===== src/rtl/mnt_pkg.sv =====
package mnt_pkg;

  // frame coordinates and counts
  typedef logic [10:0] coord_x_t;
  typedef logic [9:0]  coord_y_t;
  typedef logic [16:0] perim_t;

  // one step along an axis in two's complement
  typedef logic [1:0] delta_t;

  localparam delta_t D_NEG  = 2'b11;
  localparam delta_t D_ZERO = 2'b00;
  localparam delta_t D_POS  = 2'b01;

  typedef struct packed {
    coord_x_t x;
    coord_y_t y;
    logic     masked;  // pixel is part of the mask
    logic     sof;     // first pixel of a frame
  } pixel_t;

  // neighbors in clockwise order from up-left
  typedef logic [7:0] nbr_t;

  localparam int NB_UL = 0;
  localparam int NB_U  = 1;
  localparam int NB_UR = 2;
  localparam int NB_R  = 3;
  localparam int NB_DR = 4;
  localparam int NB_D  = 5;
  localparam int NB_DL = 6;
  localparam int NB_L  = 7;

  // side the tracer entered the current pixel from
  typedef enum logic [1:0] {DIR_UP, DIR_RIGHT, DIR_DOWN, DIR_LEFT} dir_t;

  typedef struct packed {
    logic     found;
    coord_x_t start_x;
    coord_y_t start_y;
    perim_t   perimeter;
  } result_t;

  localparam int DEF_WIDTH  = 320;
  localparam int DEF_HEIGHT = 180;

endpackage


===== src/rtl/moore_step.sv =====
`timescale 1ns/1ps

module moore_step (
  input  mnt_pkg::dir_t   from,
  input  mnt_pkg::nbr_t   nbr,
  output mnt_pkg::delta_t move_dx,
  output mnt_pkg::delta_t move_dy,
  output mnt_pkg::dir_t   next_from,
  output logic            has_move
);
  import mnt_pkg::*;

  logic [2:0] start_idx;
  logic [2:0] cand;
  logic [2:0] hit_idx;

  // up, right, down, left sit on the odd neighbor positions
  assign start_idx = {2'(from), 1'b1};

  // walk backwards so the first set neighbor in clockwise order wins
  always_comb begin
    has_move = 1'b0;
    hit_idx  = '0;
    for (int i = 7; i >= 0; i--) begin
      cand = start_idx + 3'(i);
      if (nbr[cand]) begin
        has_move = 1'b1;
        hit_idx  = cand;
      end
    end
  end

  always_comb begin
    move_dx   = D_ZERO;
    move_dy   = D_ZERO;
    next_from = from;  // isolated pixel stays put
    if (has_move) begin
      case (hit_idx)
        3'(NB_UL): begin
          move_dx   = D_NEG;
          move_dy   = D_NEG;
          next_from = DIR_DOWN;
        end
        3'(NB_U): begin
          move_dy   = D_NEG;
          next_from = DIR_LEFT;
        end
        3'(NB_UR): begin
          move_dx   = D_POS;
          move_dy   = D_NEG;
          next_from = DIR_LEFT;
        end
        3'(NB_R): begin
          move_dx   = D_POS;
          next_from = DIR_UP;
        end
        3'(NB_DR): begin
          move_dx   = D_POS;
          move_dy   = D_POS;
          next_from = DIR_UP;
        end
        3'(NB_D): begin
          move_dy   = D_POS;
          next_from = DIR_RIGHT;
        end
        3'(NB_DL): begin
          move_dx   = D_NEG;
          move_dy   = D_POS;
          next_from = DIR_RIGHT;
        end
        default: begin  // left
          move_dx   = D_NEG;
          next_from = DIR_DOWN;
        end
      endcase
    end
  end

endmodule


===== config.mk =====
export PLATFORM = sky130hd
export DESIGN_NAME = moore_step
export DESIGN_NICKNAME = d
export VERILOG_FILES = /design/src/rtl/mnt_pkg.sv /design/src/rtl/moore_step.sv
export SDC_FILE = /design/constraint.sdc
export NUM_CORES = 1
export LEC_CHECK = 0
export ABC_CLOCK_PERIOD_IN_PS = 2050
export BUFFER_PORTS_ARGS = -buffer_cell sky130_fd_sc_hd__buf_2
export CAP_MARGIN = 5
export CELL_PAD_IN_SITES_DETAIL_PLACEMENT = 2
export CELL_PAD_IN_SITES_GLOBAL_PLACEMENT = 2
export CORE_MARGIN = 2
export CORE_UTILIZATION = 29
export DETAILED_ROUTE_END_ITERATION = 10
export PLACE_DENSITY_LB_ADDON = 0.1
export SETUP_SLACK_MARGIN = 0.5
export SYNTH_ARGS = -nofsm -noshare
export SYNTH_HDL_FRONTEND = slang
export SYNTH_SLANG_ARGS = --single-unit

===== constraint.sdc =====
create_clock -name vclk -period 2.05
set_input_delay 0.1025 -clock vclk [all_inputs]
set_output_delay 0.1025 -clock vclk [all_outputs]
set_load 0.05 [all_outputs]

==> key figures <==
Run status
  – Status: finished, violations left
  – Failing checks: negative setup slack

Worst setup path
  – Largest delay contributor family on the critical path: simple AND/OR/NAND/NOR gates
  – CP max stage delay: 580 ps
  – Worst path slowest cell: mux4_2
  – Crit-path max FO: 4
  – Arrival time worst endpoint: 2370 ps
  – CP Capture Type: primary output
  – Buf/Inv on CP: 3
  – Startpoint type of the worst setup path: input pin
  – CP required: 1950 ps
  – Worst path cell trace: buf_8, mux4_2, buf_4, nor3_2, nor2_2, o21ai_2, nand2_2, ha_4, nor4b_4, a221oi_4, buf_6
  – Crit path kind: in2out

Detailed routing
  – DR DRC count: 0
  – ANT nets after route: 0
  – Vias: about 900
  – DR WL/cell: 26.8 µm
  – WL final: 4050 µm
  – Drt initial violations: 9
  – Pre-antenna DRT Iters: 4
  – Vias per std cell: roughly 5.8

Floorplanning
  – Die area: roughly 2600 µm²
  – Core Area: around 2100 µm²
  – Row count: 17
  – Die width: 51.1 µm
  – Starting Density: 0.300
  – Die height: 51.1 µm
  – Io pins: 17

STA
  – Final setup fails: 6
  – Pins Over Slew Limit: 0
  – Slew HR: 0.726
  – Fin. Hold Viols: 0
  – Setup ws final: -419 ps
  – Fmax: 405 MHz
  – Final Cycle Share: 1.20
  – RSZ-0062 raised after global routing: yes
  – Setup tns final: -1780 ps
  – Hold WS: 843 ps
  – Post-layout minimum cycle time: 2470 ps
  – Tightest Pin Transition: 409 ps

Synth
  – Register area share after synthesis: 0
  – Netlist cell types: 34
  – Mapped Avg Cell Area: 8.26 µm²
  – Cell Area, Synth: 644 µm²
  – Synth top cells by count: 8 x nor2_1, 7 x nand2_1, 6 x nor3_1, 5 x ha_1
  – Gate Count Post-Synth: between 70 and 80
  – Synth area leaders: mux4_1 12%, ha_1 9.7%, mux4_2 7.0%
  – Net Count, Synth: 93
  – Yosys Warn Count: 0
  – Count leader, synth: nor2_1
  – Largest area contributor in the netlist: mux4_1
  – Synth top area share: 0.122

Placed design
  – DP Area: 1060 µm²
  – DPL Wire Length: about 2200 µm
  – Placer congestion estimate: between 0.7 and 0.8
  – PortBufs: 17
  – Pre-CTS setup slack: -655 ps

Pwr
  – Lkg Pwr: between 0.5 and 0.6 nW
  – Worst VDD drop: 0.306 mV
  – PD cells: roughly 450 nW/µm²

Finish
  – Design Area, Final: 1340 µm²
  – Layout cell share with drive strength beyond 1: 0.748
  – Sequential Area: 0 µm²
  – Fill count: 198
  – FF+latch count: 0
  – # diodes: 0
  – Post-layout util: 0.623
  – Nets: 140
  – Syn-to-layout area delta: 108%
  – Clock buf count: 0

Min path
  – Worst hold path class: in2out
  – Hold Startpoint: from[0]
  – Hold endpoint: next_from[0]
  – Hold path depth: 5

Clocking
  – Cts hold-fix bufs: 0

Global route
  – Global-route wire length before repair: around 5600 µm
  – Aggregate global routing overflow: 0
  – Total track usage: 0.291
  – Initial antenna violation count: 0
  – Largest net degree at the start of global routing: 19
  – Number of global-route vias before repair: a little over 1000

Run
  – Max cap viols: 0
[cells by family after synthesis]
| group | share of synthesized area |
|---|---|
| AOI/OAI and AO/OA | 0.221 |
| xor gates and xnor gates | 0.0136 |
| adders and majority gates | 0.0971 |
| buffers and inverters | 0.0718 |
| muxes | 0.276 |
| and+or+nand+nor | 0.320 |
[power breakdown]
part           switching [W]  internal [W]
clock                      0             0
combinational       0.000327      0.000281
sequential                 0             0
[through the flow]
step | power [W] | cells
after floorplan | 0.000306 | 78
after global placement | 0.000418 | 146
after detailed placement | 0.000432 | 146
after CTS | 0.000552 | 151
after global routing | 0.000628 | 151
final | 0.000608 | 151
[cells in the final DEF, fill, tap and decap left out, types with 3 or more instances in the layout]
master    n
nor2_4    4
mux4_2    5
ha_4      5
nand2_1   5
buf_4    25
buf_6    14
buf_2     4
mux2_4    3
buf_8     4
nor3_1    3
nor2_1    4
[how the worst max path moves through the flow]
stage / cells after the start / start / to
final: 11 / from[0] / next_from[1]
after global routing: 11 / from[0] / next_from[1]
after CTS: 12 / from[0] / next_from[1]
after detailed placement: 11 / from[1] / next_from[1]
after global placement: 11 / from[1] / next_from[1]
after floorplan: 11 / from[1] / next_from[1]
[repair_timing]
| item | CTS | global route |
|---|---|---|
| gates resized for setup | 53 | 13 |
| pin swaps | 14 | 4 |
| setup buffers | 5 | 0 |
| setup endpoints to repair | 7 | 7 |
[area by class of cell]
cell class                      instances  area, µm²  area share
Inverter                                3       13.8      0.0103
Tap cell                               28       35.0      0.0262
Timing Repair Buffer                   49        465       0.348
Multi-Input combinational cell         71        825       0.616
[metal layers]
layer,wire length [µm],share of wire,global-route usage,vias to the layer above
li1,-,-,-,391
met1,1470,0.36,0.300,442
met2,2240,0.55,0.613,34
met3,132,0.033,0.0175,14
met5,0,0,0,-
met4,204,0.050,0.0721,0
Note: power is estimated with default switching activity, not from simulation.
