**src/rtl/mnt_pkg.sv**
```systemverilog
package mnt_pkg;

  // frame coordinates and counts
  typedef logic [10:0] coord_x_t;
  typedef logic [9:0]  coord_y_t;
  typedef logic [16:0] perim_t;

  // one step along an axis in two's complement
  typedef logic [1:0] delta_t;

  localparam delta_t D_NEG  = 2'b11;
  localparam delta_t D_ZERO = 2'b00;
  localparam delta_t D_POS  = 2'b01;

  typedef struct packed {
    coord_x_t x;
    coord_y_t y;
    logic     masked;  // pixel is part of the mask
    logic     sof;     // first pixel of a frame
  } pixel_t;

  // neighbors in clockwise order from up-left
  typedef logic [7:0] nbr_t;

  localparam int NB_UL = 0;
  localparam int NB_U  = 1;
  localparam int NB_UR = 2;
  localparam int NB_R  = 3;
  localparam int NB_DR = 4;
  localparam int NB_D  = 5;
  localparam int NB_DL = 6;
  localparam int NB_L  = 7;

  // side the tracer entered the current pixel from
  typedef enum logic [1:0] {DIR_UP, DIR_RIGHT, DIR_DOWN, DIR_LEFT} dir_t;

  typedef struct packed {
    logic     found;
    coord_x_t start_x;
    coord_y_t start_y;
    perim_t   perimeter;
  } result_t;

  localparam int DEF_WIDTH  = 320;
  localparam int DEF_HEIGHT = 180;

endpackage

```
**src/rtl/contour_controller.sv**
```systemverilog
`timescale 1ns/1ps

module contour_controller #(
  parameter int WIDTH  = mnt_pkg::DEF_WIDTH,
  parameter int HEIGHT = mnt_pkg::DEF_HEIGHT
) (
  input  logic              clk_in,
  input  logic              rst_in,
  input  mnt_pkg::pixel_t   pix,
  input  logic              pix_valid,
  output logic              pix_ready,
  output logic              wr_en,
  output mnt_pkg::pixel_t   wr_pix,
  output mnt_pkg::coord_x_t fetch_x,
  output mnt_pkg::coord_y_t fetch_y,
  output logic              fetch_center,
  input  logic              center_bit,
  input  mnt_pkg::delta_t   move_dx,
  input  mnt_pkg::delta_t   move_dy,
  input  mnt_pkg::dir_t     next_from,
  input  logic              has_move,
  output mnt_pkg::dir_t     from,
  output mnt_pkg::result_t  result,
  output logic              result_valid,
  input  logic              result_ready
);
  import mnt_pkg::*;

  localparam coord_x_t X_LAST = coord_x_t'(WIDTH - 1);
  localparam coord_y_t Y_LAST = coord_y_t'(HEIGHT - 1);

  typedef enum logic [2:0] {IDLE, STORE, SEARCH, TRACE, REPORT} state_t;

  state_t   state;
  logic     decide;   // 0 issues the read, 1 uses the data
  coord_x_t pos_x;
  coord_y_t pos_y;
  coord_x_t start_x;
  coord_y_t start_y;
  logic     started;  // at least one trace step taken
  perim_t   perimeter;

  logic     pix_xfer;
  logic     last_pix;
  logic     at_start;
  coord_x_t step_x;
  coord_y_t step_y;

  assign pix_xfer = pix_valid & pix_ready;
  assign last_pix = (pix.x == X_LAST) && (pix.y == Y_LAST);
  assign at_start = (pos_x == start_x) && (pos_y == start_y);

  // sign-extend the moves
  assign step_x = {{($bits(coord_x_t) - 2){move_dx[1]}}, move_dx};
  assign step_y = {{($bits(coord_y_t) - 2){move_dy[1]}}, move_dy};

  assign wr_en  = pix_xfer && (state == STORE || (state == IDLE && pix.sof));
  assign wr_pix = pix;

  assign fetch_x      = pos_x;
  assign fetch_y      = pos_y;
  assign fetch_center = state == SEARCH;

  always_ff @(posedge clk_in) begin
    if (rst_in) begin
      state        <= IDLE;
      decide       <= 1'b0;
      pix_ready    <= 1'b0;
      result_valid <= 1'b0;
      result       <= '0;
      from         <= DIR_UP;
      started      <= 1'b0;
      perimeter    <= '0;
      pos_x        <= '0;
      pos_y        <= '0;
    end else begin
      case (state)
        IDLE: begin
          pix_ready <= 1'b1;
          if (pix_xfer && pix.sof) begin
            state <= STORE;  // sof pixel already written
          end
        end
        STORE: begin
          if (pix_xfer && last_pix) begin
            state     <= SEARCH;
            pix_ready <= 1'b0;
            pos_x     <= '0;
            pos_y     <= '0;
            decide    <= 1'b0;
          end
        end
        SEARCH: begin
          decide <= ~decide;
          if (decide) begin
            if (center_bit) begin
              state     <= TRACE;
              start_x   <= pos_x;
              start_y   <= pos_y;
              perimeter <= perim_t'(1);
              from      <= DIR_UP;
              started   <= 1'b0;
            end else if (pos_x == X_LAST && pos_y == Y_LAST) begin
              state        <= REPORT;  // empty frame
              result       <= '0;
              result_valid <= 1'b1;
            end else if (pos_x == X_LAST) begin
              pos_x <= '0;
              pos_y <= pos_y + 1'b1;
            end else begin
              pos_x <= pos_x + 1'b1;
            end
          end
        end
        TRACE: begin
          decide <= ~decide;
          if (decide) begin
            if (started && at_start) begin
              state        <= REPORT;
              result_valid <= 1'b1;
              result       <= '{found: 1'b1, start_x: start_x, start_y: start_y,
                                perimeter: perimeter};
            end else begin
              started <= 1'b1;
              if (!at_start) begin
                perimeter <= perimeter + 1'b1;
              end
              if (has_move) begin
                pos_x <= pos_x + step_x;
                pos_y <= pos_y + step_y;
                from  <= next_from;
              end
            end
          end
        end
        REPORT: begin
          // result holds until the sink takes it
          if (result_ready) begin
            result_valid <= 1'b0;
            pix_ready    <= 1'b1;
            state        <= IDLE;
          end
        end
        default: begin
          state <= IDLE;
        end
      endcase
    end
  end

endmodule

```
**config.mk**
```make
export PLATFORM = sky130hd
export DESIGN_NAME = contour_controller
export DESIGN_NICKNAME = d
export VERILOG_FILES = /design/src/rtl/mnt_pkg.sv /design/src/rtl/contour_controller.sv
export SDC_FILE = /design/constraint.sdc
export NUM_CORES = 1
export LEC_CHECK = 0
export ABC_AREA = 0
export BUFFER_PORTS_ARGS = -buffer_cell sky130_fd_sc_hd__buf_4
export CAP_MARGIN = 10
export CORE_MARGIN = 2
export CORE_UTILIZATION = 55
export CTS_BUF_LIST = sky130_fd_sc_hd__clkbuf_16
export DETAILED_ROUTE_END_ITERATION = 7
export GPL_TIMING_DRIVEN = 0
export PLACE_DENSITY = 0.81
export RECOVER_POWER = 50
export SLEW_MARGIN = 5
export SYNTH_ARGS = -nofsm -noshare
export SYNTH_HDL_FRONTEND = slang
export SYNTH_SLANG_ARGS = --single-unit
```
**constraint.sdc**
```tcl
create_clock -name clk_in -period 4 [get_ports clk_in]
set_input_delay 0.2 -clock clk_in [delete_from_list [all_inputs] [get_ports clk_in]]
set_output_delay 0.2 -clock clk_in [all_outputs]
set_load 0.1 [all_outputs]
```
==> impl_metrics.py <==
metrics = {
    "run_status": {
        "status": "complete, no violations",
    },
    "placed_design": {
        "hpwl_mm": 11.37,
        "place.gp.congestion": 0.8883,
        "io_buffers": 121,
    },
    "global_routing": {
        "track_usage_pct": 27.28,
        "overflow": 0,
        "grt_pass1_vias": 4922,
        "antenna_found_initial": 0,
        "grt_pass1_wl_mm": 24.26,
        "grt_max_degree": 22,
    },
    "drt": {
        "firstDrtPassIters": 5,
        "routed_wl_mm": 15.45,
        "vias": 5244,
        "drt-initial-drc-count": 392,
        "wl_per_cell_um": 17.48,
        "drcViolationCount": 0,
        "vias_per_cell": 5.932,
        "ant_nets": 0,
    },
    "critical_path": {
        "cp-end-kind": "flip-flop",
        "cp_max_fo": 10,
        "r2r-end": "fetch_y[4]",
        "rr_worst_depth": 12,
        "critPathArrivalTime_ns": 3.91,
        "start_kind": "flip-flop",
        "required_ns": 4.25,
        "r2r-start": "state[0]",
        "rrSetupSlack_ns": 0.34,
        "critical_path_class": "flip-flop to flip-flop",
    },
    "timing": {
        "max_slew_margin_pct": 19.33,
        "post-route-min-period_ns": 3.662,
        "grt_setup_unrepaired": "false",
        "fin_skew_ns": 0.009244,
        "slew_violations": 0,
        "finalSetupTns_ns": 0,
        "setup_viol": 0,
        "finalCritPeriodShare_pct": 91.55,
        "fmax_mhz": 273.1,
        "hold_viol_final": 0,
        "tightest_slew_ns": 1.215,
    },
    "power": {
        "ir_drop_v": 0.0003553,
        "p_per_area_nw_per_um2": 412.6,
        "power_leakage_nw": 2.610,
        "power_mw": 2.781,
    },
    "clocking": {
        "clkTransAtPathRegs_ns": 0.08,
        "cts-hold-fix-buffers": 0,
        "cts_root_buf": "clkbuf_16",
        "worstSkewPairLatency_ns": 0.36,
        "htreeDepth": 3,
        "cts_setup_buffers": 0,
        "post_cts_resized": 0,
        "cts_tree": "yes",
        "cts_buffer_depth": 2,
        "clkSinkCount": 107,
        "cts_made_buffers": 9,
    },
    "floorplanning": {
        "die_h_um": 105.7,
        "design.die.area_um2": 11180,
        "ios": 124,
        "dieWidth_um": 105.7,
        "core_area_um2": 10180,
        "num_rows": 37,
        "initial_utilization_pct": 55.88,
    },
    "synth": {
        "synth_top_area_share_pct": 30.25,
        "ys.flop_type": "dfxtp_1",
        "synth-seq-cells": 107,
        "seq_area_frac_synth_pct": 41.33,
        "synthArstFlopShare_pct": 0,
        "syn_area_um2": 5692,
        "synthTopCellsByArea": "dfxtp_1, edfxtp_1, a22o_1",
        "syn_avg_cell_area_um2": 9.315,
        "yosysWarnings": 0,
        "syn_inst": 611,
        "syn-num-nets": 663,
        "synth_edf_count": 21,
        "synth_cell_types": 76,
        "synth_largest_area_cell": "dfxtp_1",
    },
    "finish": {
        "drive_gt1_share_pct": 14.04,
        "antenna_cells": 0,
        "final_cell_mix": "clkbuf_1, dfxtp_1, buf_4",
        "final_common_cell": "clkbuf_1",
        "nets": 795,
        "fillers": 871,
        "area_delta_synth_final_pct": 18.40,
    },
    "run": {
        "maxCapViolations": 0,
    },
    "worst_hold_path": {
        "worstHoldPathType": "input port to flip-flop",
        "holdCritStartpoint": "next_from[1]",
        "holdPathStages": 4,
        "hold-path-endpoint": "from[1]",
    },
}
[synthesized netlist by cell type (7+ instances only)]
library cell / count
nand4_1: 8
xor2_1: 31
a21oi_1: 27
or3_1: 8
inv_1: 21
o21ai_0: 7
nor2_1: 54
buf_4: 25
nor3_1: 17
nand3_1: 21
edfxtp_1: 21
nor4_1: 10
and3_1: 7
nand2_1: 32
clkbuf_1: 22
o21ai_1: 15
and2_1: 8
ha_1: 16
a22o_1: 38
a31oi_1: 8
dfxtp_1: 86
xnor2_1: 14
[layout make-up]
class,count,area (um2),share of cell area (%)
Clock inverter,7,63.81,0.9469
Multi-Input combinational cell,423,2895,42.96
Inverter,22,82.58,1.225
Buffer,59,367.9,5.459
Timing Repair Buffer,121,581.8,8.633
Sequential cell,107,2352,34.91
Clock buffer,9,225.2,3.342
Tap cell,136,170.2,2.525
[per-layer routing]
layer | GRT usage, % | part of all wire, % | up-vias
li1 | - | - | 2491
met1 | 35.70 | 42 | 2481
met2 | 45.62 | 49 | 240
met3 | 3.834 | 7.4 | 32
met4 | 10.71 | 2.3 | 0
met5 | 0 | 0 | -
[critical path, cell delays in order, from the launching register on]
cell	delay [ns]
dfxtp_1	0.31
clkbuf_1	0.28
clkbuf_1	0.42
and3b_1	0.22
clkbuf_1	0.46
nand2b_1	0.12
ha_1	0.27
ha_1	0.27
or3_1	0.33
or3_1	0.33
and3_1	0.18
o21a_1	0.17
o21ba_1	0.19
[through the flow]
stage / utilization [%] / setup WS (ns) / hold WS, ns / instances / instance area (um2)
floorplan: - / 0.4240 / 0.4534 / 611 / 5698
global placement: 66.54 / 0.4895 / 0.4379 / 868 / 6777
detailed placement: 66.54 / 0.4186 / 0.4477 / 868 / 6777
CTS: 69.37 / 0.4082 / 0.2068 / 884 / 7066
global route: 66.17 / 0.008048 / 0.2222 / 884 / 6739
finish: 66.17 / 0.3382 / 0.2004 / 884 / 6739
[flip-flops by register name, summed over array words and instances (netlist names)]
register,flops
perimeter,17
fetch_y,10
from,2
state,3
result_valid,1
started,1
pix_ready,1
decide,1
start_x,11
start_y,10
fetch_x,11
result,39
[power by group]
group	switching (mW)	internal (mW)	total, mW
clock network	0.427	0.433	0.860
registers	0.0322	1.12	1.15
logic	0.543	0.228	0.770
total	1.00	1.78	2.78
[worst max path at each step]
stage / startpoint / endpoint / slack, ns / depth (start not counted)
5_1_grt: state[0] / fetch_y[4] / 0.008 / 11
3_3_place_gp: state[0] / fetch_y[4] / 0.49 / 12
6_report: state[0] / fetch_y[4] / 0.34 / 12
3_5_place_dp: state[0] / fetch_y[4] / 0.42 / 12
2_1_floorplan: state[1] / fetch_x[5] / 0.42 / 8
4_1_cts: state[0] / fetch_y[4] / 0.41 / 12
[cell families (layout without fill, tap and decap cells)]
logic type | after synthesis | in the layout | share of synthesized area, %
AND/OR/NAND/NOR | 212 | 212 | 20.55
AO/OA/AOI/OAI | 145 | 145 | 18.71
flip-flops | 107 | 107 | 41.33
buffers and inverters | 81 | 218 | 7.914
XOR/XNOR | 45 | 45 | 6.925
adder cells (fa/ha/maj) | 17 | 17 | 3.869
multiplexers | 4 | 4 | 0.7035
Note: power is estimated with default switching activity, not from simulation.
